[config.mk]
export PLATFORM = sky130hd
export DESIGN_NAME = registerFile
export DESIGN_NICKNAME = d
export VERILOG_FILES = /design/src/hw/oooPkg.sv /design/src/hw/registerFile.sv
export SDC_FILE = /design/constraint.sdc
export NUM_CORES = 1
export LEC_CHECK = 0
export ABC_AREA = 1
export BUFFER_PORTS_ARGS = -buffer_cell sky130_fd_sc_hd__buf_4
export CAP_MARGIN = 20
export CORE_UTILIZATION = 60
export CTS_CLUSTER_DIAMETER = 40
export DETAILED_ROUTE_END_ITERATION = 8
export PLACE_DENSITY = 0.84
export SYNTH_ARGS = -nofsm -noshare
export SYNTH_HDL_FRONTEND = slang
export SYNTH_SLANG_ARGS = --single-unit
[constraint.sdc]
create_clock -name clk -period 11.8 [get_ports clk]
set_input_delay 1.77 -clock clk [delete_from_list [all_inputs] [get_ports clk]]
set_output_delay 1.77 -clock clk [all_outputs]
set_load 0.01 [all_outputs]
[src/hw/oooPkg.sv]
package oooPkg;

    // register values, results and result bus
    localparam int dataWidth = 32;

    // architectural register file
    localparam int regAddrWidth = 3;
    localparam int numRegs = 8;

    // load-immediate field, zero-extended to dataWidth
    localparam int immWidth = 16;

    // ALU operations
    typedef enum logic [2:0] {
        opAdd   = 3'd0,
        opSub   = 3'd1,
        opAnd   = 3'd2,
        opOr    = 3'd3,
        opXor   = 3'd4,
        opLoadI = 3'd5
    } aluOpE;

endpackage

[src/hw/registerFile.sv]
`timescale 1ns/10ps

module registerFile #(
    parameter int RobDepth = 8,
    localparam int TagWidth = $clog2(RobDepth)
) (
    input  logic clk,
    input  logic rst,
    input  logic [oooPkg::regAddrWidth-1:0] rs1,
    input  logic [oooPkg::regAddrWidth-1:0] rs2,
    output logic [oooPkg::dataWidth-1:0] val1,
    output logic busy1,
    output logic [TagWidth-1:0] tag1,
    output logic [oooPkg::dataWidth-1:0] val2,
    output logic busy2,
    output logic [TagWidth-1:0] tag2,
    input  logic renameEn,
    input  logic [oooPkg::regAddrWidth-1:0] renameRd,
    input  logic [TagWidth-1:0] renameTag,
    input  logic commitValid,
    input  logic [TagWidth-1:0] commitTag,
    input  logic [oooPkg::regAddrWidth-1:0] commitRd,
    input  logic [oooPkg::dataWidth-1:0] commitData
);

    logic [oooPkg::dataWidth-1:0] regVal [oooPkg::numRegs];
    logic [TagWidth-1:0] regTag [oooPkg::numRegs];
    logic [oooPkg::numRegs-1:0] regBusy;

    assign val1 = regVal[rs1];
    assign busy1 = regBusy[rs1];
    assign tag1 = regTag[rs1];
    assign val2 = regVal[rs2];
    assign busy2 = regBusy[rs2];
    assign tag2 = regTag[rs2];

    always_ff @(posedge clk or posedge rst) begin
        if (rst) begin
            regBusy <= '0;
            for (int i = 0; i < oooPkg::numRegs; i++) begin
                regVal[i] <= '0;
                regTag[i] <= '0;
            end
        end else begin
            if (commitValid) begin
                regVal[commitRd] <= commitData;
                // an older producer must not clear a newer rename
                if (regTag[commitRd] == commitTag) regBusy[commitRd] <= 1'b0;
            end
            // rename wins over a commit to the same register
            if (renameEn) begin
                regBusy[renameRd] <= 1'b1;
                regTag[renameRd] <= renameTag;
            end
        end
    end

endmodule

# After elaboration in Yosys (flattened, before gate mapping)
# Index checks and enable logic that the tools add are counted.
# totals
word_cells,73
output_inout_bits,72
register_bits,288
# classes
order_cmp,12
eq_ne,1
bitwise_logic,7
n_reduce_logical,4
mux,32
# ops
cell,n
256-bit bitwise mux,1
32-bit binary-select mux with 3-bit select,2
32-bit two-way mux,5
32-bit demux with 3-bit select,1
3-bit binary-select mux with 3-bit select,3
24-bit bitwise mux,1
8-bit two-way mux,3
3-bit two-way mux,7
4-bit >= comparator (second input constant),4
3-bit by 4-bit less-than comparator with 1-bit output (second input constant),4
3-bit NOT with 4-bit output,4
3-bit demux with 3-bit select,1
8-bit AND,1
4-bit by 1-bit less-than comparator with 1-bit output (second input constant),2
8-bit NOT,1
8-bit bitwise OR,1
1-bit binary-select mux with 3-bit select,2
1-bit demux with 3-bit select,2
3-bit by 1-bit >= comparator with 1-bit output (second input constant),2
1-bit logical AND,4
1-bit two-way mux,4
3-bit equality test,1

# Longest topological paths before layout
# depth
word_depth,10
ltp_mapped,13
mapped_depth_nobuf,11

# Worst setup path after synthesis
# Ideal clock, no wire load.
# synth_timing
path_type,input to output
startpoint,input rs1[0] (netlist name)
endpoint,output val1[10] (netlist name)
n_path_buf,3
path_stages,8
t_required_ps,10030
setup_slack_ps,7249
arrival_ps,2781
path_cell_list,buf_2 -> inv_1 -> buf_2 -> buf_2 -> nor2_1 -> o21ai_0 -> a21oi_1 -> a31oi_1
# synth_between
elab_chain_cells,4
# synth_lines
item,line,rtl
from (decl),registerFile.sv:9,"input logic [oooPkg::regAddrWidth-1:0] rs1,"
3-bit NOT with 4-bit output (not written as such),registerFile.sv:30,assign val1 = regVal[rs1];
32-bit binary-select mux with 3-bit select,registerFile.sv:30,
32-bit two-way mux (not written as such) (2 in series),registerFile.sv:30,
to (decl),registerFile.sv:11,"output logic [oooPkg::dataWidth-1:0] val1,"
# No other way between the ends. The select of a mux whose other input is x is not followed.

# Worst setup path in the final report
# layout_timing
startpoint,input rs1[0] (netlist name)
endpoint,output val1[30] (netlist name)
# Same word-level chain as after synthesis.

==> metrics.txt <==
Row Count 58; H-tree levels 2; Mapped Area between 15000 and 20000 sq um; Core Area between 20000 and 30000 sq um; largest net degree at the start of global routing between 150 and 200; number of synthesized register bits 288; clock buffer count from CTS 42; layout cells sized above 1 0.112; RD Place Congestion just under 0.9; total number of vias around 15000; share of the synthesized area in the top cell type 0.466; Setup TNS 0 ns; max_slew headroom 0.290; Mapped Nets between 2000 and 2500; Post-Route M1 WL 18.1 mm; # hold bufs at CTS 0; P&R area growth vs syn 15.1%; FMAX around 0.15 GHz; Final HPWL DP approximately 26 mm; Setup CP Type in2out; vias in the first global route about 15000; post-route ant nets 0; CP required about 10 ns; fin crit share 0.571; Post-Route Utilization 0.705; initial antenna violation count 1; Root Driver clkbuf_16; Net count, final between 2000 and 2500; ys async rst share 1.00; most frequent cells after synthesis o21ai_0 (445), nand2_1 (416), dfrtp_1 (288); final WL 46.2 mm; count leader, synth o21ai_0; crit path DAT between 4 and 5 ns; first-pass GRT wire length 74.3 mm; IO Port Bufs ~130; overall die height ~160 um; CP Max Fanout 100; Worst-Skew Late Latency about 0.53 ns; met3 WL post-DR 4.70 mm; Syn Area/Cell between 7 and 8 sq um; final setup vio count 0; status completed; clk buf depth 3; die footprint about 26000 sq um; startpoint class of the critical path primary input; Layout Skew approximately 0.008 ns; CTS tree yes; DRC viols 0; PD cells around 180 nW/um^2; DR top layer met4; # Post-CTS Setup Buffers 0; Seq/Total Area, Yosys 0.466; Max Cap Violations 0; Avg Vias per Cell 6.21; Routed WL per cell ~19 um; Post-synth EDFFs 0; Met2 Routed Length between 20 and 25 mm; Pleak between 0.008 and 0.009 uW; worst slew pin tran around 1.1 ns; CP Capture Type output port; Final min period between 6 and 7 ns; RSZ-0062 raised after global routing false; clock sinks between 200 and 300; area leader, netlist dfrtp_1; Top FF cell, synth dfrtp_1; Starting Density 0.613; clk slew on worst S/H paths 0.05 ns; total gr overflow 0; HP Class reg2reg; die width between 150 and 200 um; Iter 0 DRT Violations 1551; top post-synthesis cells by area dfrtp_1 (47%), o21ai_0 (14%), nand2_1 (10%), a21oi_1 (6.9%), inv_1 (4.1%); all-layer global routing usage 0.353; Yosys cell types 23; Final Slew Violations 0; Fin. Hold Viols 0; Post-Synthesis Cells 2085; worst vdd ir 0.000147 V; CTS resizes 0; Yosys Warn Count 0; IO Pins about 130; Fillers around 2000; Pre-Repair DR Iteration Count 6; worst reg2reg setup slack 10.22 ns
==> layer usage <==
layer,global-route usage,vias to the layer above
li1,-,7087
met1,0.453,7204
met2,0.571,896
met3,0.0644,183
met4,0.184,0
met5,0,-
==> critical path, stage by stage <==
cell and delay, ns:
buf_4 0.70, clkinv_2 0.92, buf_4 0.59, o21ai_0 0.24
a21oi_1 0.10, a31oi_1 0.27, buf_4 0.18
==> area by class of cell <==
| cell class | instances | area [sq um] | share of cell area |
|---|---|---|---|
| flip-flops and latches | 288 | 7210 | 0.405 |
| multi-input cells | 1453 | 6900 | 0.388 |
| clock buffers | 49 | 1130 | 0.0634 |
| repair buffers | 145 | 1130 | 0.0633 |
| inverters | 180 | 686 | 0.0385 |
| well taps | 330 | 413 | 0.0232 |
| clock inverters | 27 | 337 | 0.0189 |
| diodes | 2 | 5.00 | 0.000281 |
==> path summary, 6_finish.rpt <==
kind	end	depth (start not counted)	start
worst max-delay path	val1[30]	7	rs1[0]
worst min-delay path	regBusy[1]	2	regBusy[1]
worst max register to register	regBusy[4]	10	regTag[19]
worst min register to register	regBusy[1]	2	regBusy[1]
max in group asynchronous	regVal[6]	3	rst
min in group asynchronous	regVal[150]	2	rst
==> kinds of logic after synthesis <==
family                 count (synthesis)  synth area share
buffers and inverters                344            0.0904
AOI/OAI and AO/OA                    862             0.297
DFF                                  288             0.466
and+or+nand+nor                      591             0.147
==> stage by stage <==
| stage | hold slack (ns) | total power (uW) | area [sq um] | setup WS (ns) | std cells |
|---|---|---|---|---|---|
| global placement | 0.457 | 1910 | 16300 | 5.35 | 2394 |
| floorplan | 0.442 | 1730 | 15500 | 2.08 | 2085 |
| detailed placement | 0.460 | 1950 | 16300 | 5.28 | 2395 |
| finish | 0.473 | 3260 | 17800 | 5.06 | 2474 |
| CTS | 0.473 | 3250 | 17800 | 5.26 | 2471 |
| global route | 0.513 | 3410 | 17800 | 4.88 | 2472 |
==> registers in the layout (all words and copies together), names as in the netlist <==
| name | cells |
|---|---|
| regVal | 256 |
| regTag | 24 |
| regBusy | 8 |
==> cells in the final DEF, fill, tap and decap left out <==
master / instances
o21ai_0: 445
nand2_1: 416
dfrtp_1: 288
a21oi_1: 214
inv_1: 168
nor2_1: 145
buf_4: 142
a31oi_1: 72
o211ai_1: 68
o21ai_1: 58
clkbuf_16: 43
nand3_1: 19
inv_2: 8
clkinv_2: 8
nor2_4: 7
inv_6: 6
bufinv_16: 6
clkinv_4: 5
a221oi_1: 4
clkinvlp_4: 4
clkbuf_1: 3
clkbuf_8: 3
buf_12: 3
diode_2: 2
nor2_2: 2
nand2_2: 1
clkinv_1: 1
o21bai_1: 1
nor3_2: 1
inv_8: 1
==> power by group <==
group,switching (uW),leakage [uW],internal (uW)
clock network,480,0.000712,824
registers,122,0.00347,1190
logic,404,0.00386,243
total,1000,0.00804,2250
(Power assumes the default switching activity.)
