### src/hw/oooPkg.sv
package oooPkg;

    // register values, results and result bus
    localparam int dataWidth = 32;

    // architectural register file
    localparam int regAddrWidth = 3;
    localparam int numRegs = 8;

    // load-immediate field, zero-extended to dataWidth
    localparam int immWidth = 16;

    // ALU operations
    typedef enum logic [2:0] {
        opAdd   = 3'd0,
        opSub   = 3'd1,
        opAnd   = 3'd2,
        opOr    = 3'd3,
        opXor   = 3'd4,
        opLoadI = 3'd5
    } aluOpE;

endpackage

### src/hw/reorderBuffer.sv
`timescale 1ns/10ps

module reorderBuffer #(
    parameter int RobDepth = 8,
    localparam int TagWidth = $clog2(RobDepth)
) (
    input  logic clk,
    input  logic rst,
    input  logic allocEn,
    input  logic [oooPkg::regAddrWidth-1:0] allocRd,
    output logic [TagWidth-1:0] allocTag,
    output logic robFree,
    input  logic resValid,
    input  logic [TagWidth-1:0] resTag,
    input  logic [oooPkg::dataWidth-1:0] resData,
    input  logic [TagWidth-1:0] readTagA,
    input  logic [TagWidth-1:0] readTagB,
    output logic readValidA,
    output logic [oooPkg::dataWidth-1:0] readDataA,
    output logic readValidB,
    output logic [oooPkg::dataWidth-1:0] readDataB,
    output logic commitValid,
    output logic [TagWidth-1:0] commitTag,
    output logic [oooPkg::regAddrWidth-1:0] commitRd,
    output logic [oooPkg::dataWidth-1:0] commitData
);

    logic [TagWidth-1:0] head;
    logic [TagWidth-1:0] tail;
    logic [TagWidth:0] count;
    logic [RobDepth-1:0] written;
    logic [oooPkg::regAddrWidth-1:0] destRd [RobDepth];
    logic [oooPkg::dataWidth-1:0] entryData [RobDepth];
    logic commitFire;

    // tail is the next free entry
    assign allocTag = tail;
    assign robFree = (count < RobDepth);
    assign commitFire = (count != '0) && written[head];

    // stored result, or the result bus in the same cycle
    assign readValidA = written[readTagA] || (resValid && resTag == readTagA);
    assign readDataA = (resValid && resTag == readTagA) ? resData : entryData[readTagA];
    assign readValidB = written[readTagB] || (resValid && resTag == readTagB);
    assign readDataB = (resValid && resTag == readTagB) ? resData : entryData[readTagB];

    // the written flag clears on allocation, not on commit, so the committed
    // value is still readable while the register file takes the update
    always_ff @(posedge clk or posedge rst) begin
        if (rst) begin
            head <= '0;
            tail <= '0;
            count <= '0;
            written <= '0;
            commitValid <= 1'b0;
        end else begin
            if (allocEn) begin
                written[tail] <= 1'b0;
                tail <= tail + 1'b1;
            end
            if (resValid) written[resTag] <= 1'b1;
            commitValid <= commitFire;
            if (commitFire) head <= head + 1'b1;
            case ({allocEn, commitFire})
                2'b10:   count <= count + 1'b1;
                2'b01:   count <= count - 1'b1;
                default: count <= count;
            endcase
        end
    end

    always_ff @(posedge clk) begin
        if (allocEn) destRd[tail] <= allocRd;
        if (resValid) entryData[resTag] <= resData;
    end

    // commit payload, qualified by commitValid
    always_ff @(posedge clk) begin
        if (commitFire) begin
            commitTag <= head;
            commitRd <= destRd[head];
            commitData <= entryData[head];
        end
    end

endmodule

### config.mk
export PLATFORM = sky130hd
export DESIGN_NAME = reorderBuffer
export DESIGN_NICKNAME = d
export VERILOG_FILES = /design/src/hw/oooPkg.sv /design/src/hw/reorderBuffer.sv
export SDC_FILE = /design/constraint.sdc
export NUM_CORES = 1
export LEC_CHECK = 0
export BUFFER_PORTS_ARGS = -buffer_cell sky130_fd_sc_hd__buf_4
export CAP_MARGIN = 20
export CORE_UTILIZATION = 35
export DETAILED_ROUTE_END_ITERATION = 10
export GPL_TIMING_DRIVEN = 0
export RECOVER_POWER = 100
export SYNTH_ARGS = -nofsm -noshare
export SYNTH_HDL_FRONTEND = slang
export SYNTH_SLANG_ARGS = --single-unit
### constraint.sdc
create_clock -name clk -period 3.3 [get_ports clk]
set_input_delay 0.66 -clock clk [delete_from_list [all_inputs] [get_ports clk]]
set_output_delay 0.66 -clock clk [all_outputs]
set_load 0.1 [all_outputs]
# ---- Word-level counts from Yosys, hierarchy flattened
# Memory sizes are Yosys's and may differ from the RTL's. A register that Yosys moved wholly into a read port is not among the register bits.
# Cells that the tools add are included.
dict set report op_classes {
  muxes 19
  eq_ne 4
  bitwise 3
  n_addsub 4
  n_lt_le_gt_ge 8
  reduce_logical 9
}
# op count
set op_table {}
lappend op_table {{two-way mux 32 bit} 2}
lappend op_table {{less-than comparator 3 x 4 -> 1 bit (second input constant)} 5}
lappend op_table {{two-way mux 8 bit} 2}
lappend op_table {{binary-select mux 1 bit (select 3 bit)} 3}
lappend op_table {{two-way mux 1 bit} 9}
lappend op_table {{AND 8 bit} 1}
lappend op_table {{NOT 8 bit} 1}
lappend op_table {{bitwise OR 8 bit} 1}
lappend op_table {{case mux 4 bit (2 select lines)} 1}
lappend op_table {{adder 3 x 1 -> 3 bit (second input constant)} 2}
lappend op_table {{demux 1 bit (select 3 bit)} 2}
lappend op_table {{equality test 3 bit} 2}
lappend op_table {{greater-or-equal comparator 3 x 1 -> 1 bit (second input constant)} 2}
lappend op_table {{logical AND 1 bit} 5}
lappend op_table {{adder 4 x 1 -> 4 bit (second input constant)} 1}
lappend op_table {{less-than comparator 4 bit (second input constant)} 1}
lappend op_table {{nonzero test 4 bit} 1}
lappend op_table {{subtractor 4 x 1 -> 4 bit (second input constant)} 1}
lappend op_table {{equality test 2 x 1 -> 1 bit (second input constant)} 1}
lappend op_table {{equality test 2 bit (second input constant)} 1}
lappend op_table {{logical OR 1 bit} 2}
lappend op_table {{nonzero test 2 bit} 1}
dict set report totals {
  mem_count 2
  register_bits 22
  word_cells 55
  ram_bits 280
}
# memory words width rd rd_clocked_by_memory_dff wr line_no
set mem_list {}
lappend mem_list {entryData 8 32 3 1 1 reorderBuffer.sv:33} ;# logic [oooPkg::dataWidth-1:0] entryData [RobDepth];
lappend mem_list {destRd 8 3 1 1 1 reorderBuffer.sv:32} ;# logic [oooPkg::regAddrWidth-1:0] destRd [RobDepth];

# ---- Logic depth before layout (Yosys ltp)
dict set report depth {
  depth_word 9
  depth_mapped 11
}

# ---- Worst setup path before layout
# OpenSTA, ideal clock, no wires.
dict set report synth_timing {
  path_kind {input to output}
  from {input port readTagA[0]}
  to {output port readDataA[10] in the netlist's numbering}
  slack_ns -0.375
  n_path_buf 4
  required_ns 2.640
  path_stages 7
  arrival_time_ns 3.015
  path_cell_list {buf_2 -> buf_6 -> xnor2_1 -> nand4_1 -> buf_4 -> buf_2 -> a21oi_1}
}
dict set report synth_between {
  elab_chain_cells 3
}
# element line_no
set synth_lines {}
lappend synth_lines {{from (decl)} reorderBuffer.sv:16} ;# input logic [TagWidth-1:0] readTagA,
lappend synth_lines {{parallel branches: the longest is 2 deep, another holds memory read (8 x 32 bit)} --}
lappend synth_lines {{two-way mux 32 bit (*)} reorderBuffer.sv:43} ;# assign readDataA = (resValid && resTag == readTagA) ? resData : entryData[readTagA];
lappend synth_lines {{to (decl)} reorderBuffer.sv:19} ;# output logic [oooPkg::dataWidth-1:0] readDataA,
# Every way passes the cells marked *.

# ---- Worst setup path after layout
dict set report layout_timing {
  from {input port readTagB[2]}
  to {output port readDataB[16] in the netlist's numbering}
}
dict set report layout_between {
  elab_chain_cells 3
}
# element line_no
set layout_lines {}
lappend layout_lines {{from (decl)} reorderBuffer.sv:17} ;# input logic [TagWidth-1:0] readTagB,
lappend layout_lines {{parallel branches: the longest is 2 deep, another holds memory read (8 x 32 bit)} --}
lappend layout_lines {{two-way mux 32 bit (*)} reorderBuffer.sv:45} ;# assign readDataB = (resValid && resTag == readTagB) ? resData : entryData[readTagB];
lappend layout_lines {{to (decl)} reorderBuffer.sv:21} ;# output logic [oooPkg::dataWidth-1:0] readDataB,
# Marked as above.

==> flow_summary.yaml <==
status:
  status: "complete, but fails checks"
  violations: "capacitance limit, slew limit"
detailed_routing:
  routedWlPerCell_um: 28.1
  drt-initial-drc-count: 989
  viasPerCell: 5.63
  drt-pass1-iter-count: 6
  routed_wl_mm: 53.8
  drc: 0
  via_count: 10800
  final_antenna_net_count: 0
min_path:
  worstHoldPathType: "primary input to asynchronous set/reset pin"
placement:
  hpwl_mm: 36.3
  gp_congestion: 0.824
  place_area_mm2: 0.0198
  post-place-cells: 1843
  port_buffers: 150
global_routing:
  grt_usage: 0.215
  grt.overflow.total: 0
  met3_usage: 0.0342
  grtUsageMet2: 0.363
  grt_pass1_vias: 11100
  grt_busiest_layer: "met2"
  grt_pass1_wl_mm: 77.3
  grtUsageMet1: 0.285
  antenna_found_initial: 4
  grt_start_max_net_pins: 22
clock_tree:
  htree_levels: 2
  post_cts_resized: 1
  clkSlewWorstSetupHoldPaths_ns: 0.06
  cts_setup_buffers: 0
  clockRootBuffer: "clkbuf_16"
  insertion_delay_ns: 0.54
  numCtsBuffers: 38
  cts.sinks: 337
  cts_tree: "built"
  clock_path_buffers: 3
  ctsHoldBuffers: 0
power_and_ir_drop:
  power.density_mw_per_mm2: 856
  p_leak_nw: 7.03
  max-vdd-ir-drop_mv: 0.481
logic_synthesis:
  synth_nets: 1064
  synth_edf_count: 318
  synth_seq_cells: 337
  ys_seq_area_frac: 0.577
  yosysWarningCount: 0
  yosys.area.top_type_share: 0.549
  synthTopCellsByCount: "edfxtp_1 (318), mux4_2 (203), nand2_1 (113)"
  yosysMostFrequentCell: "edfxtp_1"
  synthFlopType: "edfxtp_1"
  synthCells: 1011
  synth_area_mm2: 0.0174
  yosys.area.top_type: "edfxtp_1"
  synth_area_leaders: "edfxtp_1 (55%), mux4_2 (26%), mux2i_1 (4.0%)"
  syn_avg_cell_area_um2: 17.2
  synthDistinctLibCells: 34
  async_flop_share: 0.0564
setup_path:
  worstSetupEndpointType: "output pin"
  start_kind: "primary input"
  critical_path.most_common_cell: "buf_2"
  cp_slowest_stage_delay_ns: 0.54
  slowest_stage: "buf_2"
  crit_type: "primary input to output pin"
  arrival_ns: 2.61
  cp_cell_sequence: "buf_2, buf_2, buf_2, mux2i_1, a21oi_2, buf_4"
  required_ns: 2.64
  crit_fanout: 10
floorplanning:
  core_mm2: 0.0490
  die_area_mm2: 0.0506
  rows: 81
  io_pins: 157
  die_x_um: 225
  die_h_um: 225
  start_util: 0.355
final_layout:
  nFillCells: 4469
  drive_above_1_share: 0.346
  final_area_mm2: 0.0205
  fin_nets: 1272
  utilization: 0.418
  instances_no_fill: 1913
  areaGrowthSynthToFinish_pct: 17.7
timing:
  fmaxAchievable_ghz: 0.306
  min_period_ns: 3.27
  finalSetupViolCount: 0
  slew_violations: 64
  timing.final.crit_share: 0.990
  relSlewSlack: -0.336
  final_hold_viol_count: 0
  finalSetupTns_ns: 0
  skew_ns: 0.0147
  rsz0062_at_grt: "no"
  worst_pin_slew_ns: 2.00
job:
  cap_violations: 4
placed cells by master (no fill, tap or decap), types with 4 or more instances in the layout:
master      instances
edfxtp_1          318
mux4_2            203
nand2_1           113
clkbuf_1          111
nor2_1             76
mux2i_1            69
buf_4              47
a21oi_1            45
clkbuf_16          39
clkbuf_4           35
buf_2              29
a21oi_2            21
dfrtp_1            19
clkbuf_2           13
o21ai_0            12
buf_6              11
xnor2_1             9
clkinv_2            8
nand2b_1            7
inv_1               6
xor2_1              6
nor3_1              5
clkbuf_8            5
ha_1                5
clkinvlp_4          5
bufinv_16           4
metal layers:
metal	vias up	wire [um]
met2	493	26800
met4	6	1500
met5	-	45
li1	4532	-
met3	106	3750
met1	5627	21700
logic make-up after synthesis:
group	after synthesis	synth area share
AOI/OAI and AO/OA	85	0.0268
DFF	337	0.577
buffers and inverters	85	0.0325
xor gates and xnor gates	15	0.00756
muxes	274	0.304
adders and majority gates	5	0.00360
and+or+nand+nor	210	0.0487
area by class of cell:
class / count / area [um2] / share of cell area
Timing Repair Buffer: 168 / 918 / 0.0449
Multi-Input combinational cell: 589 / 6880 / 0.336
Clock inverter: 21 / 223 / 0.0109
Clock buffer: 47 / 1030 / 0.0501
Sequential cell: 337 / 10000 / 0.490
Buffer: 79 / 534 / 0.0261
Antenna cell: 2 / 5.00 / 0.000245
Inverter: 6 / 22.5 / 0.00110
Tap cell: 664 / 831 / 0.0406
through the flow:
stage | hold WS (ns) | setup WS (ns) | power [mW]
after CTS | 0.253 | 0.0448 | 18.1
final | 0.246 | 0.0330 | 17.5
after detailed placement | 0.504 | -0.0818 | 13.8
after global routing | 0.325 | 0.00510 | 18.2
after floorplan | 0.463 | -0.375 | 11.6
after global placement | 0.501 | -3.73 | 13.5
state kept, by name (all words and copies together) (netlist names):
register / count
count: 4
written: 8
entryData: 256
commitTag: 3
destRd: 24
commitValid: 1
commitRd: 3
commitData: 32
allocTag: 3
head: 3
path summary, 6_finish.rpt:
| kind | startpoint | cells after the start | slack, ns | end |
|---|---|---|---|---|
| min reg2reg | head[2] | 0 | 0.51 | commitTag[2] |
| max | readTagB[2] | 6 | 0.03 | readDataB[16] |
| max in group asynchronous | rst | 2 | 2.60 | written[7] |
| min in group clk | allocEn | 2 | 0.35 | allocTag[0] |
| max reg2reg | head[1] | 5 | 0.21 | commitData[12] |
| min | rst | 2 | 0.25 | count[1] |
critical path, delay by kind of cell:
| family | cells | cell delay, ns |
|---|---|---|
| multiplexers | 1 | 0.46 |
| buffers and inverters | 4 | 1.37 |
| AO/OA/AOI/OAI | 1 | 0.10 |
power breakdown:
group          switching (mW)  internal (mW)
clock                    1.76           2.53
sequential              0.306           5.47
combinational            5.47           1.98
total                    7.53           9.98
No activity file was read; power rests on OpenSTA's default activity.
