==> config.mk <==
export PLATFORM = sky130hd
export DESIGN_NAME = dispatcher
export DESIGN_NICKNAME = d
export VERILOG_FILES = /design/src/hw/oooPkg.sv /design/src/hw/dispatcher.sv
export SDC_FILE = /design/constraint.sdc
export NUM_CORES = 1
export LEC_CHECK = 0
export BUFFER_PORTS_ARGS = -buffer_cell sky130_fd_sc_hd__buf_2
export CAP_MARGIN = 20
export CELL_PAD_IN_SITES_DETAIL_PLACEMENT = 0
export CELL_PAD_IN_SITES_GLOBAL_PLACEMENT = 1
export CORE_MARGIN = 5
export CORE_UTILIZATION = 17
export DETAILED_ROUTE_END_ITERATION = 16
export HOLD_SLACK_MARGIN = 0.02
export PLACE_DENSITY_LB_ADDON = 0.1
export SLEW_MARGIN = 5
export SYNTH_ARGS = -nofsm -noshare
export SYNTH_HDL_FRONTEND = slang
export SYNTH_SLANG_ARGS = --single-unit
==> constraint.sdc <==
create_clock -name clk -period 1.2 [get_ports clk]
set_clock_uncertainty 0.05 [all_clocks]
set_input_delay 0 -clock clk [delete_from_list [all_inputs] [get_ports clk]]
set_output_delay 0 -clock clk [all_outputs]
set_load 0.01 [all_outputs]
==> src/hw/oooPkg.sv <==
package oooPkg;

    // register values, results and result bus
    localparam int dataWidth = 32;

    // architectural register file
    localparam int regAddrWidth = 3;
    localparam int numRegs = 8;

    // load-immediate field, zero-extended to dataWidth
    localparam int immWidth = 16;

    // ALU operations
    typedef enum logic [2:0] {
        opAdd   = 3'd0,
        opSub   = 3'd1,
        opAnd   = 3'd2,
        opOr    = 3'd3,
        opXor   = 3'd4,
        opLoadI = 3'd5
    } aluOpE;

endpackage

==> src/hw/dispatcher.sv <==
`timescale 1ns/10ps

module dispatcher #(
    parameter int RobDepth = 8,
    parameter int NumSlots = 4,
    localparam int TagWidth = $clog2(RobDepth)
) (
    input  logic clk,
    input  logic rst,
    input  logic instReq,
    output logic instAck,
    input  oooPkg::aluOpE instOp,
    input  logic [oooPkg::regAddrWidth-1:0] instRd,
    input  logic [oooPkg::regAddrWidth-1:0] instRs1,
    input  logic [oooPkg::regAddrWidth-1:0] instRs2,
    input  logic [oooPkg::immWidth-1:0] instImm,
    input  logic robFree,
    input  logic [TagWidth-1:0] allocTag,
    output logic allocEn,
    output logic [oooPkg::regAddrWidth-1:0] allocRd,
    output logic [TagWidth-1:0] readTagA,
    output logic [TagWidth-1:0] readTagB,
    input  logic readValidA,
    input  logic [oooPkg::dataWidth-1:0] readDataA,
    input  logic readValidB,
    input  logic [oooPkg::dataWidth-1:0] readDataB,
    output logic [oooPkg::regAddrWidth-1:0] rs1,
    output logic [oooPkg::regAddrWidth-1:0] rs2,
    input  logic [oooPkg::dataWidth-1:0] val1,
    input  logic busy1,
    input  logic [TagWidth-1:0] tag1,
    input  logic [oooPkg::dataWidth-1:0] val2,
    input  logic busy2,
    input  logic [TagWidth-1:0] tag2,
    output logic renameEn,
    output logic [oooPkg::regAddrWidth-1:0] renameRd,
    output logic [TagWidth-1:0] renameTag,
    input  logic [NumSlots-1:0] slotIdle,
    output logic [NumSlots-1:0] slotLoad,
    output oooPkg::aluOpE loadOp,
    output logic [oooPkg::dataWidth-1:0] loadValA,
    output logic [oooPkg::dataWidth-1:0] loadValB,
    output logic loadRdyA,
    output logic loadRdyB,
    output logic [TagWidth-1:0] loadTagA,
    output logic [TagWidth-1:0] loadTagB,
    output logic [TagWidth-1:0] loadTag
);

    typedef enum logic {waitReq, waitDrop} hsStateE;

    hsStateE state;
    logic [NumSlots-1:0] slotPick;
    logic slotFound;
    logic dispatch;

    // lowest idle slot, one-hot
    always_comb begin
        slotPick = '0;
        slotFound = 1'b0;
        for (int i = 0; i < NumSlots; i++) begin
            if (slotIdle[i] && !slotFound) begin
                slotPick[i] = 1'b1;
                slotFound = 1'b1;
            end
        end
    end

    assign dispatch = (state == waitReq) && instReq && robFree && slotFound;

    assign slotLoad = dispatch ? slotPick : '0;
    assign allocEn = dispatch;
    assign allocRd = instRd;
    assign renameEn = dispatch;
    assign renameRd = instRd;
    assign renameTag = allocTag;
    assign loadTag = allocTag;
    assign loadOp = instOp;

    // register file lookup, then forwarding by the rename tag
    assign rs1 = instRs1;
    assign rs2 = instRs2;
    assign readTagA = tag1;
    assign readTagB = tag2;
    assign loadTagA = tag1;
    assign loadTagB = tag2;

    always_comb begin
        loadRdyA = 1'b1;
        loadRdyB = 1'b1;
        if (instOp == oooPkg::opLoadI) begin
            loadValA = {{(oooPkg::dataWidth - oooPkg::immWidth){1'b0}}, instImm};
            loadValB = '0;
        end else begin
            if (!busy1) begin
                loadValA = val1;
            end else if (readValidA) begin
                loadValA = readDataA;
            end else begin
                // wait on tag1 in the slot
                loadValA = '0;
                loadRdyA = 1'b0;
            end
            if (!busy2) begin
                loadValB = val2;
            end else if (readValidB) begin
                loadValB = readDataB;
            end else begin
                loadValB = '0;
                loadRdyB = 1'b0;
            end
        end
    end

    // four-phase handshake on the instruction port
    always_ff @(posedge clk or posedge rst) begin
        if (rst) begin
            state <= waitReq;
            instAck <= 1'b0;
        end else begin
            case (state)
                waitReq: begin
                    if (dispatch) begin
                        state <= waitDrop;
                        instAck <= 1'b1;
                    end
                end
                waitDrop: begin
                    if (!instReq) begin
                        state <= waitReq;
                        instAck <= 1'b0;
                    end
                end
                default: state <= waitReq;
            endcase
        end
    end

endmodule

# After elaboration in Yosys (flattened, before gate mapping)
# Cells that the tools add are included.
[totals]
output_inout_bits = 106
regBits = 2
word_cells = 42
inputBits = 177
[classes]
eq_ne = 3
bitwise_logic = 1
muxes = 26
reduce_logical = 10
[op_table]
columns = ["cell", "count"]
rows = [
  ["$mux 32", 6],
  ["$mux 1", 17],
  ["$logic_and 1x1->1", 6],
  ["$mux 4", 1],
  ["$ne 2x2->1 const B", 2],
  ["$pmux 1 s2", 2],
  ["$eq 3x3->1 const B", 1],
  ["$logic_not 1->1", 3],
  ["$reduce_and 2->1", 1],
  ["$not 1->1", 1],
]

# Logic depth before layout (Yosys ltp)
[logic_depth]
ltp_word = 13
depth_mapped = 4
depth_no_buf = 2

# Worst setup path after synthesis
# Ideal clock, no wire load.
[synth_timing]
path_kind = "flip-flop to output port"
start = "register state"
end = "output port slotLoad[2]"
path_buffers = 0
stages_incl_launch_ff = 3
required_ns = 1.150
setup_slack_ns = 0.029
arrival_ns = 1.121
path_cell_list = "dfrtp_1 > nand3b_1 > nor4b_1"
[synth_between]
elab_chain_len = 5
[synth_rtl]
columns = ["element", "line_no", "source"]
rows = [
  ["from (decl)", "dispatcher.sv:52", "hsStateE state;"],
  ["from (signal assigned)", "dispatcher.sv:118", "state <= waitReq;"],
  ["from (signal assigned)", "dispatcher.sv:124", "state <= waitDrop;"],
  ["from (signal assigned)", "dispatcher.sv:130", "state <= waitReq;"],
  ["$not 1->1", "--", ""],
  ["$logic_and 1x1->1 (3 in series)", "dispatcher.sv:69", "assign dispatch = (state == waitReq) && instReq && robFree && slotFound;"],
  ["$mux 4", "dispatcher.sv:71", "assign slotLoad = dispatch ? slotPick : '0;"],
  ["to (decl)", "dispatcher.sv:39", "output logic [NumSlots-1:0] slotLoad,"],
]
# Every way passes these cells.

# Final worst setup path
[layout_timing]
start = "register state"
end = "output port slotLoad[1]"
# The elaborated chain is that of the path after synthesis.

==> impl_metrics.py <==
metrics = {
    "logic_synthesis": {
        "synth.most_common_cell": "nand2b_1",
        "yosysTopAreaCell": "nand2b_1",
        "synth-seq-cells": 2,
        "synthFlopType": "dfrtp_1",
        "synth_enable_flop_cells": 0,
        "yosysSeqAreaShare": 0.0261,
        "synth.area.top_cells": "nand2b_1 (22%), nand3_1 (17%), buf_4 (13%)",
        "ys_top_cells_by_count": "nand2b_1 (66), nand3_1 (64), buf_4 (34)",
        "synth_top_area_frac": 0.215,
        "synth_fp_nets": 470,
        "syn_area_um2": 1920,
        "avgSynthCellArea_um2": 6.54,
        "netlist_instances": 293,
        "yosysWarnings": 0,
        "synthArstFlopShare": 1.00,
        "ys_types": 25,
    },
    "clock_network": {
        "cts_sinks": 2,
        "cts_buffers": 3,
        "path_clk_slew_ns": 0.03,
        "cts_max_path_buffers": 2,
        "cts_tree": "done",
        "h-tree-depth": 1,
        "root_buffer": "clkbuf_16",
        "clk_latency_ns": 0.22,
    },
    "placement": {
        "dpl-instance-area_um2": 3020,
        "port_buffers": 234,
        "place.gp.congestion": 0.783,
        "dp_hpwl_mm": 7.43,
    },
    "worst_setup_path": {
        "cp.arrival_ns": 1.24,
        "cp-start-kind": "register",
        "r2r_end": "state",
        "cpPeakStageDelay_ns": 0.37,
        "regToRegSetupSlack_ns": 0.07,
        "reg2reg_depth": 4,
        "reg2reg_from": "state",
        "path_cells": "nand3b_1, buf_6, nor3b_2, buf_2",
        "critical_path_buf_inv_count": 2,
        "worstPathRequired_ns": 1.15,
        "worstPathMaxFanout": 5,
        "cp_slowest_cell": "dfrtp_1",
        "cp-end-kind": "primary output",
        "critical-path-top-delay-family": "flip-flops",
        "critPathKind": "reg -> out",
    },
    "routing": {
        "post-route-drc-count": 0,
        "top_layer_used": "met4",
        "routedWlPerCell_um": 14.7,
        "wl_met2_mm": 4.77,
        "met3_length_mm": 1.30,
        "wl_met1_mm": 3.31,
        "vias": 2876,
        "viasPerCell": 4.47,
        "dr.first_iter.drc_count": 79,
        "routed_wl_mm": 9.43,
        "antenna_left": 0,
        "dr.pass1.iters": 4,
    },
    "job": {
        "maxCapViolCount": 0,
    },
    "layout": {
        "n_antenna_cell": 0,
        "seq_area_um2": 50.0,
        "syn2layout_area_growth_pct": 74.0,
        "drive_gt1_frac": 0.573,
        "final_cell_area_um2": 3340,
        "fin_nets": 682,
        "multi_input_area_um2": 1460,
        "fillCellCount": 1234,
    },
    "sta": {
        "setup_viol": 6,
        "worst_slack_ns": -0.0933,
        "whs_ns": 0.0444,
        "tightest_slew_ns": 0.468,
        "fin_setup_tns_ns": -0.392,
        "min_period_ns": 1.29,
        "max_freq_ghz": 0.773,
        "rsz0062_at_grt": "yes",
        "finalMaxSlewViolations": 0,
        "finalHoldViolCount": 0,
        "slew_headroom": 0.685,
        "min_period_over_period": 1.08,
    },
    "global_routing": {
        "grt_max_degree": 52,
        "track_usage": 0.125,
        "grt_pass1_vias": 2807,
        "grt_antenna_before_repair": 0,
        "grt.overflow.total": 0,
        "grt_pass1_wl_mm": 13.7,
    },
    "power": {
        "p_total_mw": 1.78,
        "power_leakage_nw": 1.68,
        "cellPowerDensity_nw_per_um2": 534,
        "peakVddDrop_mv": 0.271,
    },
    "die": {
        "start_util": 0.175,
        "core_um2": 10900,
        "die_area_um2": 13500,
        "dieWidth_um": 116,
        "die_h_um": 116,
        "io_pins": 283,
        "num_rows": 38,
    },
    "status": {
        "violations": "negative setup slack",
        "status": "finished with violations",
    },
    "hold_path": {
        "min_path_cells": 3,
        "hold_end": "instAck",
        "min-delay-start": "slotIdle[3]",
        "hold_class": "in -> reg",
    },
}
-- cell type report --
type                       count  share of cell area
inverter                       2             0.00225
tap                          140              0.0525
clock buffer                   3              0.0225
sequential                     2              0.0150
multi-input combinational    224               0.436
timing repair buffer         272               0.471
-- through the flow --
step            util  instances  setup slack [ns]
6_report       0.305        643           -0.0933
5_1_grt        0.305        643            -0.176
4_1_cts        0.304        642           -0.0938
3_3_place_gp   0.276        617            0.0339
2_1_floorplan      -        293            0.0293
3_5_place_dp   0.276        617            0.0611
-- state kept, by name, summed over array words and instances (netlist names) --
name	flops
instAck	1
state	1
-- per-layer routing --
| layer | GRT usage | up-vias |
|---|---|---|
| met3 | 0.0544 | 4 |
| met4 | 0.0186 | 0 |
| met2 | 0.239 | 152 |
| met5 | 0 | - |
| li1 | - | 1427 |
| met1 | 0.128 | 1293 |
-- worst max path at each step --
stage | start | to | cells past startpoint
finish | state | slotLoad[1] | 4
global route | state | slotLoad[3] | 4
CTS | state | slotLoad[1] | 4
detailed placement | state | slotLoad[3] | 4
global placement | state | slotLoad[3] | 4
floorplan | state | slotLoad[2] | 2
-- layout by cell type, fill, tap and decap left out, drive strengths merged --
cell type | netlist | layout
nor3b | 1 | 1
dfrtp | 2 | 2
o2bb2ai | 1 | 1
nor4 | 2 | 2
nand2 | 1 | 1
and3b | 1 | 1
nor4b | 1 | 1
a21oi | 48 | 48
nor4bb | 1 | 1
nand2b | 66 | 66
dlygate4sd3 | 0 | 20
o21ai | 1 | 1
nand3 | 64 | 64
nor2 | 2 | 2
buf | 53 | 252
and4bb | 15 | 15
nand3b | 4 | 4
clkbuf | 12 | 3
inv | 2 | 2
a31oi | 16 | 16
-- kinds of logic (layout without fill, tap and decap cells) --
family | Yosys count | count (layout) | share of synthesized area
AOI/OAI and AO/OA | 66 | 66 | 0.224
buffers and inverters | 67 | 277 | 0.221
DFF | 2 | 2 | 0.0261
and+or+nand+nor | 158 | 158 | 0.529
-- tightest hold or removal path: cells and delay by family --
kind / cells / cell delay, ns
and+or+nand+nor: 1 / 0.06
AOI/OAI and AO/OA: 1 / 0.12
buffers and inverters: 1 / 0.09
-- report_power, final --
group          switching (mW)  internal [mW]  total (mW)
sequential            0.00741         0.0797      0.0871
clock                  0.0774          0.424       0.501
combinational           0.583          0.611        1.19
-- timing repair --
action / in CTS / in global routing
pin swaps: 1 / 0
hold buffers: 20 / 0
setup buffers: 2 / 1
endpoints found under the hold margin: 33 / 0
setup endpoints to repair: 6 / 6
gates resized for setup: 3 / 0
No activity file was read; power rests on OpenSTA's default activity.
