File: src/hw/oooPkg.sv
package oooPkg;

    // register values, results and result bus
    localparam int dataWidth = 32;

    // architectural register file
    localparam int regAddrWidth = 3;
    localparam int numRegs = 8;

    // load-immediate field, zero-extended to dataWidth
    localparam int immWidth = 16;

    // ALU operations
    typedef enum logic [2:0] {
        opAdd   = 3'd0,
        opSub   = 3'd1,
        opAnd   = 3'd2,
        opOr    = 3'd3,
        opXor   = 3'd4,
        opLoadI = 3'd5
    } aluOpE;

endpackage

File: src/hw/issueSlot.sv
`timescale 1ns/10ps

module issueSlot #(
    parameter int RobDepth = 8,
    localparam int TagWidth = $clog2(RobDepth)
) (
    input  logic clk,
    input  logic rst,
    input  logic slotLoad,
    input  oooPkg::aluOpE loadOp,
    input  logic [oooPkg::dataWidth-1:0] loadValA,
    input  logic [oooPkg::dataWidth-1:0] loadValB,
    input  logic loadRdyA,
    input  logic loadRdyB,
    input  logic [TagWidth-1:0] loadTagA,
    input  logic [TagWidth-1:0] loadTagB,
    input  logic [TagWidth-1:0] loadTag,
    input  logic resValid,
    input  logic [TagWidth-1:0] resTag,
    input  logic [oooPkg::dataWidth-1:0] resData,
    input  logic slotGrant,
    output logic slotIdle,
    output logic slotDone,
    output logic [TagWidth-1:0] slotTag,
    output logic [oooPkg::dataWidth-1:0] slotResult
);

    typedef enum logic [1:0] {idle, waitOps, done} slotStateE;

    slotStateE state;
    oooPkg::aluOpE op;
    logic [oooPkg::dataWidth-1:0] valA;
    logic [oooPkg::dataWidth-1:0] valB;
    logic [TagWidth-1:0] tagA;
    logic [TagWidth-1:0] tagB;
    logic rdyA;
    logic rdyB;
    logic hitA;
    logic hitB;

    // snoop the result bus for a missing operand
    assign hitA = (state == waitOps) && !rdyA && resValid && (resTag == tagA);
    assign hitB = (state == waitOps) && !rdyB && resValid && (resTag == tagB);

    assign slotIdle = (state == idle);
    assign slotDone = (state == done);

    always_ff @(posedge clk or posedge rst) begin
        if (rst) begin
            state <= idle;
            rdyA <= 1'b0;
            rdyB <= 1'b0;
        end else begin
            case (state)
                idle: begin
                    if (slotLoad) begin
                        rdyA <= loadRdyA;
                        rdyB <= loadRdyB;
                        state <= (loadRdyA && loadRdyB) ? done : waitOps;
                    end
                end
                waitOps: begin
                    if (hitA) rdyA <= 1'b1;
                    if (hitB) rdyB <= 1'b1;
                    if ((rdyA || hitA) && (rdyB || hitB)) state <= done;
                end
                done: begin
                    if (slotGrant) state <= idle;
                end
                default: state <= idle;
            endcase
        end
    end

    always_ff @(posedge clk) begin
        if (slotLoad && state == idle) begin
            op <= loadOp;
            valA <= loadValA;
            valB <= loadValB;
            tagA <= loadTagA;
            tagB <= loadTagB;
            slotTag <= loadTag;
        end else begin
            if (hitA) valA <= resData;
            if (hitB) valB <= resData;
        end
    end

    // single-cycle ALU
    always_comb begin
        case (op)
            oooPkg::opAdd:   slotResult = valA + valB;
            oooPkg::opSub:   slotResult = valA - valB;
            oooPkg::opAnd:   slotResult = valA & valB;
            oooPkg::opOr:    slotResult = valA | valB;
            oooPkg::opXor:   slotResult = valA ^ valB;
            oooPkg::opLoadI: slotResult = valA;
            default:         slotResult = '0;
        endcase
    end

endmodule

File: config.mk
export PLATFORM = sky130hd
export DESIGN_NAME = issueSlot
export DESIGN_NICKNAME = d
export VERILOG_FILES = /design/src/hw/oooPkg.sv /design/src/hw/issueSlot.sv
export SDC_FILE = /design/constraint.sdc
export NUM_CORES = 1
export LEC_CHECK = 0
export ABC_AREA = 1
export BUFFER_PORTS_ARGS = -buffer_cell sky130_fd_sc_hd__clkbuf_2
export CAP_MARGIN = 20
export CORE_ASPECT_RATIO = 2
export CORE_MARGIN = 3
export CORE_UTILIZATION = 35
export CTS_BUF_LIST = sky130_fd_sc_hd__clkbuf_8
export CTS_CLUSTER_SIZE = 20
export DETAILED_ROUTE_END_ITERATION = 6
export PLACE_DENSITY_LB_ADDON = 0.2
export SETUP_SLACK_MARGIN = 0.4
export SLEW_MARGIN = 20
export SYNTH_ARGS = -nofsm -noshare
export SYNTH_HDL_FRONTEND = slang
export SYNTH_SLANG_ARGS = --single-unit
File: constraint.sdc
create_clock -name clk -period 4.65 [get_ports clk]
set_input_delay 0.2325 -clock clk [delete_from_list [all_inputs] [get_ports clk]]
set_output_delay 0.2325 -clock clk [all_outputs]
set_load 0.03 [all_outputs]
# After elaboration in Yosys (flattened, before gate mapping)
# Cells that the tools add are included.
classes:
  n_addsub: 2
  n_eq_ne: 14
  mux: 16
  bitwise: 3
  reduce_logical: 21
ops:
  columns: ["cell", "count"]
  rows:
  - ["$pmux 32 s6", 1]
  - ["$mux 32", 4]
  - ["$add 32x32->32", 1]
  - ["$and 32x32->32", 1]
  - ["$or 32x32->32", 1]
  - ["$sub 32x32->32", 1]
  - ["$xor 32x32->32", 1]
  - ["$logic_and 1x1->1", 9]
  - ["$reduce_and 3->1", 3]
  - ["$mux 2", 4]
  - ["$ne 2x2->1 const B", 4]
  - ["$eq 3x2->1 const B", 2]
  - ["$eq 3x3->1", 2]
  - ["$eq 3x3->1 const B", 2]
  - ["$pmux 2 s3", 1]
  - ["$reduce_bool 2->1", 3]
  - ["$mux 1", 4]
  - ["$pmux 1 s2", 2]
  - ["$eq 3x1->1 const B", 1]
  - ["$logic_not 3->1", 1]
  - ["$eq 2x1->1 const B", 1]
  - ["$eq 2x2->1 const B", 1]
  - ["$logic_not 1->1", 2]
  - ["$logic_not 2->1", 1]
  - ["2 further kinds", 3]
totals:
  ff_bits: 80
  in_bits: 118
  output_inout_bits: 37

# Depth between registers and ports, before layout
# Gate-level depths: netlist (run 1).
depth:
  depth_word: 8
  ltp_mapped: 25

# Worst setup path after synthesis (run 1)
# OpenSTA, ideal clock, no wires.
synth_timing:
  path_type: "register to output"
  start: "register valB[0] in the netlist's numbering"
  end: "output port slotResult[26] in the netlist's numbering"
  arrival_ns: 2.787
  required_ns: 4.418
  path_slack_ns: 1.631
  path_stages_with_launch: 20
  path_cell_list: "edfxtp_1 inv_1 ha_1 nand3_2 nor2_4 nand3_2 nand2_4 nand2_4 a21oi_4 nand2_1 xor2_1 ha_1 nand2_1 nor2_1 nand2_1 nor4_1 nand2_1 nand3_1 nand3_1 nand2_1"
synth_between:
  elab_chain_cells: 2
synth_lines:
  columns: ["item", "line", "rtl"]
  rows:
  - ["start: declaration", "issueSlot.sv:33", "logic [oooPkg::dataWidth-1:0] valB;"]
  - ["start signal: assignment", "issueSlot.sv:79", "valB <= loadValB;"]
  - ["start signal: assignment", "issueSlot.sv:85", "if (hitB) valB <= resData;"]
  - ["$sub 32x32->32 or $add 32x32->32 (tied branches)", "issueSlot.sv:93, issueSlot.sv:92", null]
  - ["$pmux 32 s6 *", "issueSlot.sv:91", "case (op)"]
  - ["end: declaration", "issueSlot.sv:25", "output logic [oooPkg::dataWidth-1:0] slotResult"]
# Every way passes the cells marked *; elsewhere a longest branch is shown, timed or not.

# Final worst setup path (run 1)
layout_timing:
  start: "register valB[4] in the netlist's numbering"
  end: "output port slotResult[26] in the netlist's numbering"
# The elaborated chain is that of the path after synthesis.

==> results.cfg, run 1 <==
[timing]
slew_headroom = 0.5141
hold_violations = 0
setup_tns_ns = 0
fmax_mhz = 244.7
skew_ns = 0.01277
rsz0062_at_grt = yes
period_share = 0.8787
layout_min_cycle_time_ns = 4.086
maxSlewViolCount = 0
worstMarginPinSlew_ns = 0.7288
setup_viol = 0

[placement]
hpwl_um = 22430
gp_congestion = 0.9447
port_buffers = 154
place_inst = 1640

[setup_path]
crit_buf_inv = 2
crit_cells = 17
r2r_start = state[1]$_DFFE_PP0P_
crit_path_max_incr_delay_ns = 0.51
critPathArrivalTime_ns = 3.85
slowest_stage = edfxtp_1
rr_worst_depth = 5
crit_type = reg2out
required_ns = 4.42
crit_start = valB[4]$_DFFE_PP_
endpoint_kind = output port
cp_max_fo = 5
cp_cell_sequence = nor2_1 -> nand2_1 -> nor2_4 -> nand2_2 -> o31ai_1 -> xor2_1 -> inv_1 -> ha_1 -> nand2_1 -> nor2_2 -> nand2_1 -> nor4_2 -> nand2_1 -> nand3_1 -> nand3_1 -> nand2_1 -> clkbuf_2
cp_top_family = simple AND/OR/NAND/NOR gates
crit_top_cell = nand2_1
crit_path_start_kind = flip-flop

[synth]
syn_area_per_cell_um2 = 6.901
synthesis.instances = 1222
seq_area_frac_synth = 0.2825
synth_top_area_share = 0.2706
synth_nets = 1437
ys_ff_latch = 80
synth.area.top_cells = edfxtp_1, nand2_1, ha_1
synth.largest_area_cell = edfxtp_1
ys_types = 50
synth_area_um2 = 8433
ys_warn_count = 0

[floorplanning]
die_y_um = 225.5
die-area_um2 = 26110
core_region_area_um2 = 23530
row_count = 79
io_pins = 155
die_x_um = 115.8
floorplan.initialDensity = 0.3585

[global_routing]
grt_pass1_vias = 8108
grt_use_total = 0.2053
grt_pass1_wl_um = 41330
grt_max_degree = 77
grt_antenna_before_repair = 1
grt-ovfl-total = 0

[final_layout]
fin_nets = 1588
finalNonFillerCells = 1662
fin_util = 0.4144
final_layout_size_suffix_gt1_frac = 0.1647
syn_to_final_growth_pct = 15.59

[clock_tree]
cts_buffers = 9
insertion_delay_ns = 0.37
cts_tree = done
numClockSinks = 80
cts_root_buffer = clkbuf_8
clock_path_buffers = 2
path_clk_slew_ns = 0.09
cts.htree.levels = 3

[flow_run]
drv_cap = 0

[hold_path]
min_from = loadTagA[2]
hold_path_class = in2reg
min_delay_path_depth = 1

[route]
wl_um = 26770
routed_via_density = 4.922
drtIter0Drc = 355
drtAntennaViolNets = 0
route.vias.total = 8181
dr.pass1.iters = 5
wl_per_cell_um = 16.10
drc = 0

[power_and_ir_drop]
p_per_area_nw_per_um2 = 543.7
power.total_mw = 5.300
power_leakage_nw = 5.194
peakVddDrop_mv = 0.3249

[run_status]
status = complete, no violations
[per-stage QoR]
stage          hold WS, ns  setup slack, ns  area [um2]
6_report           0.03210           0.5638        9748
5_1_grt           0.009850           0.3671        9748
4_1_cts           0.006989           0.4280        9681
3_5_place_dp        0.1148           0.7729        9494
3_3_place_gp        0.1126           0.7768        9492
2_1_floorplan    -0.001418            1.631        8433
[synth_stat cells, drive strengths merged]
master,instances
a21o,2
a21oi,49
a221oi,22
a22oi,1
a31oi,1
a41oi,1
buf,16
clkbuf,10
clkinv,2
dfrtp,4
edfxtp,76
fa,1
ha,96
inv,187
nand2,470
nand3,55
nand3b,9
nand4,10
nor2,87
nor3,11
nor3b,1
nor4,4
o2111ai,5
o211ai,6
o21a,2
o21ai,36
o21bai,4
o221ai,6
o22ai,8
o31ai,3
or2,6
xnor2,4
xor2,27
[final timing paths]
kind	slack, ns	end
setup reg to reg	2.44	valA[24]$_DFFE_PP_
hold / removal	0.03	tagA[2]$_DFFE_PP_
setup / recovery	0.56	slotResult[26]
hold reg to reg	0.57	rdyB$_DFFE_PP0P_
min in group asynchronous	0.28	rdyA$_DFFE_PP0P_
max in group asynchronous	4.21	state[0]$_DFFE_PP0P_
[worst reg2reg max path: stages (launching register included)]
cell and delay [ns]:
dfrtp_1 0.42, nor2_2 0.20, nand2_1 0.07, buf_4 0.27, nand2_1 0.52, buf_4 0.40
[kinds of logic after synthesis]
group	synth area share
AO/OA/AOI/OAI	0.1138
XOR/XNOR	0.03220
adder cells (fa/ha/maj)	0.1448
buffers and inverters	0.09985
flip-flops	0.2825
AND/OR/NAND/NOR	0.3269
[layout by cell type (no fill, tap or decap), drive strengths merged, types with 10 or more instances in the layout]
master and n:
edfxtp 76, nor3 11, xor2 27, ha 96, nand3 55, buf 12, nor2 87, nand2 470
nand4 10, a21oi 49, a221oi 22, inv 189, clkbuf 162, o21ai 36
[registers in the layout, indices dropped and copies added, names as in the netlist]
| register | cells |
|---|---|
| valB | 32 |
| valA | 32 |
| op | 3 |
| tagA | 3 |
| tagB | 3 |
| rdyA | 1 |
| state | 2 |
| rdyB | 1 |
| slotTag | 3 |
[final cells by class]
class	instances	area, um2
timing repair buffer	166	883.3
multi-input combinational	927	5249
clock inverter	7	41.29
sequential	80	2382
inverter	189	711.9
antenna	1	2.502
tap	283	354.1
fill	2543	13780
clock buffer	9	123.9
[repair_timing]
action,CTS,global route
hold endpoints to repair,4,0
pin swaps,0,1
gates resized for setup,2,5
hold buffers,1,0
buffers inserted,0,3
endpoints found under the setup margin,1,10
[per-layer routing]
| layer | vias up | track usage | wire [um] |
|---|---|---|---|
| li1 | 4258 | - | - |
| met1 | 3685 | 0.2340 | 10700 |
| met2 | 190 | 0.3738 | 14050 |
| met3 | 48 | 0.01666 | 788 |
| met4 | 0 | 0.1045 | 1231 |
| met5 | - | 0 | 0 |
[report_power, final]
part,switching [mW],internal [mW]
clock network,0.255,0.188
logic,2.47,1.10
registers,0.215,1.08
Note: power is estimated with default switching activity, not from simulation.
==> inputs of run 2 (changes only) <==
--- a/config.mk
+++ b/config.mk
@@ -14,9 +14,9 @@
 export CTS_BUF_LIST = sky130_fd_sc_hd__clkbuf_8
 export CTS_CLUSTER_SIZE = 20
 export DETAILED_ROUTE_END_ITERATION = 6
-export PLACE_DENSITY_LB_ADDON = 0.2
 export SETUP_SLACK_MARGIN = 0.4
 export SLEW_MARGIN = 20
 export SYNTH_ARGS = -nofsm -noshare
 export SYNTH_HDL_FRONTEND = slang
 export SYNTH_SLANG_ARGS = --single-unit
+export TNS_END_PERCENT = 1
==> run 2 against run 1 <==
  * Clock power grew 25%
  * Sequential cell count is the same
  * Final area grew 0.72%
  * Sequential power is essentially flat
  * Die area is the same
  * Wire length shrank 1.4%
  * First-iteration DRC count grew 12%
  * Critical path type unchanged
  * Critical endpoint is now slotResult[25]
==> results.cfg, run 2 (synthesized netlist as in run 1, its figures left out) <==
[setup_path]
rr_worst_depth = 6
cp_cell_sequence = inv_1 -> ha_1 -> nand3_2 -> nor2_4 -> nand3_4 -> nand2_4 -> nand2_4 -> a21oi_4 -> nand2_1 -> xor2_1 -> ha_2 -> nand2_1 -> inv_1 -> nand2_1 -> inv_1 -> nand2_1 -> nand3b_1 -> nand3_1 -> nand3_2 -> nand2_1 -> clkbuf_4
crit_path_max_incr_delay_ns = 0.41
critPathArrivalTime_ns = 3.87
required_ns = 4.42
r2r_setup_slack_ns = 2.59
crit_buf_inv = 4
cp_top_family = simple AND/OR/NAND/NOR gates
slowest_stage = edfxtp_1
endpoint_kind = output port
crit_path_start_kind = flip-flop
crit_top_cell = nand2_1
crit_type = reg2out
r2r_start = state[0]$_DFFE_PP0P_
regToRegEndpoint = valB[5]$_DFFE_PP_
cp_max_fo = 5

[global_routing]
grt-ovfl-total = 0
grt_max_degree = 77
grt_pass1_vias = 8184
grt_pass1_wl_um = 41190
grt_use_total = 0.2040
grt_antenna_before_repair = 0

[final_layout]
final_layout_size_suffix_gt1_frac = 0.1669
final_cell_mix = nand2_1, inv_1, clkbuf_2
finalNonFillerCells = 1661
top_regs = valA (32), valB (32)
fin_util = 0.4173
final_common_cell = nand2_1
syn_to_final_growth_pct = 16.42
n_antenna_cell = 0
final_area_um2 = 9818
fin_nets = 1588

[power_and_ir_drop]
p_per_area_nw_per_um2 = 549.2
peakVddDrop_mv = 0.4112
power_leakage_nw = 5.234

[timing]
slew_headroom = 0.4296
layout_min_cycle_time_ns = 4.098
worstMarginPinSlew_ns = 0.8504
period_share = 0.8812
hold_violations = 0
maxSlewViolCount = 0
holdWs_ns = 0.03347
setup_tns_ns = 0
skew_ns = 0.01130
rsz0062_at_grt = yes
setup_viol = 0
fmax_mhz = 244.0

[placement]
placed_area_um2 = 9494
port_buffers = 154
hpwl_um = 22100
place_inst = 1640
gp_congestion = 0.9489

[route]
drtIter0Drc = 397
routed_via_density = 4.992
drtAntennaViolNets = 0
route.vias.total = 8291
dr.pass1.iters = 7
drc = 0
wl_per_cell_um = 15.89
wl_um = 26390

[floorplanning]
floorplan.initialDensity = 0.3585
die-area_um2 = 26110
io_pins = 155
die_y_um = 225.5
core_region_area_um2 = 23530
row_count = 79
die_x_um = 115.8

[hold_path]
hold_path_class = in2reg
holdPathEnd = slotTag[0]$_DFFE_PP_
min_delay_path_depth = 1
min_from = loadTag[0]

[clock_tree]
cts.htree.levels = 3
cts_root_buffer = clkbuf_8
insertion_delay_ns = 0.37
cts_buffers = 9
clock_path_buffers = 2
numClockSinks = 80
path_clk_slew_ns = 0.09
cts_tree = done

[flow_run]
drv_cap = 0

[run_status]
status = complete, no violations
-- run 2: changes by cell type in the layout (fill, tap and decap cells not counted), sizes merged --
cell      delta
diode        -1
bufinv       +2
buf          -1
clkinv       +2
clkbuf       +1
clkinvlp     -4
-- run 2: cell type report --
class / count / area [um2]
fillers: 2556 / 13710
multi-input cells: 927 / 5270
flip-flops and latches: 80 / 2382
repair buffers: 166 / 885.9
inverters: 189 / 711.9
well taps: 283 / 354.1
clock buffers: 9 / 123.9
clock inverters: 7 / 90.09
-- run 2: repair_timing --
item,4_1_cts,5_1_grt
hold buffers,1,0
gates cloned,0,0
endpoints found under the setup margin,1,12
setup buffers,0,3
pin swaps,0,3
endpoints found under the hold margin,4,0
resized for setup,1,11
-- run 2: how the worst max path moves through the flow --
stage | to | slack, ns | cells after the start | start
after floorplan | slotResult[26] | 1.63 | 19 | valB[0]$_DFFE_PP_
after CTS | slotResult[26] | 0.43 | 20 | valB[0]$_DFFE_PP_
after global routing | slotResult[24] | 0.28 | 21 | valB[0]$_DFFE_PP_
final | slotResult[25] | 0.55 | 21 | valB[0]$_DFFE_PP_
after global placement | slotResult[26] | 0.72 | 20 | valB[0]$_DFFE_PP_
after detailed placement | slotResult[26] | 0.76 | 20 | valB[0]$_DFFE_PP_
-- run 2: metrics by stage --
| stage | power [mW] | setup slack (ns) |
|---|---|---|
| 3_3_place_gp | 4.763 | 0.7213 |
| 4_1_cts | 5.380 | 0.4286 |
| 3_5_place_dp | 4.810 | 0.7572 |
| 6_report | 5.392 | 0.5522 |
| 5_1_grt | 5.897 | 0.2764 |
| 2_1_floorplan | 3.759 | 1.631 |
-- run 2: where the power goes --
part	internal [mW]	total, mW	switching (mW)
Combinational	1.10	3.55	2.46
Clock	0.299	0.552	0.253
Sequential	1.08	1.29	0.208
-- run 2: per-layer routing --
| layer | GRT usage | wire, um | share of wire |
|---|---|---|---|
| met2 | 0.3630 | 13610 | 0.52 |
| met1 | 0.2260 | 10140 | 0.38 |
| met5 | 0 | 0 | 0 |
| met3 | 0.02177 | 1005 | 0.038 |
| met4 | 0.1278 | 1633 | 0.062 |
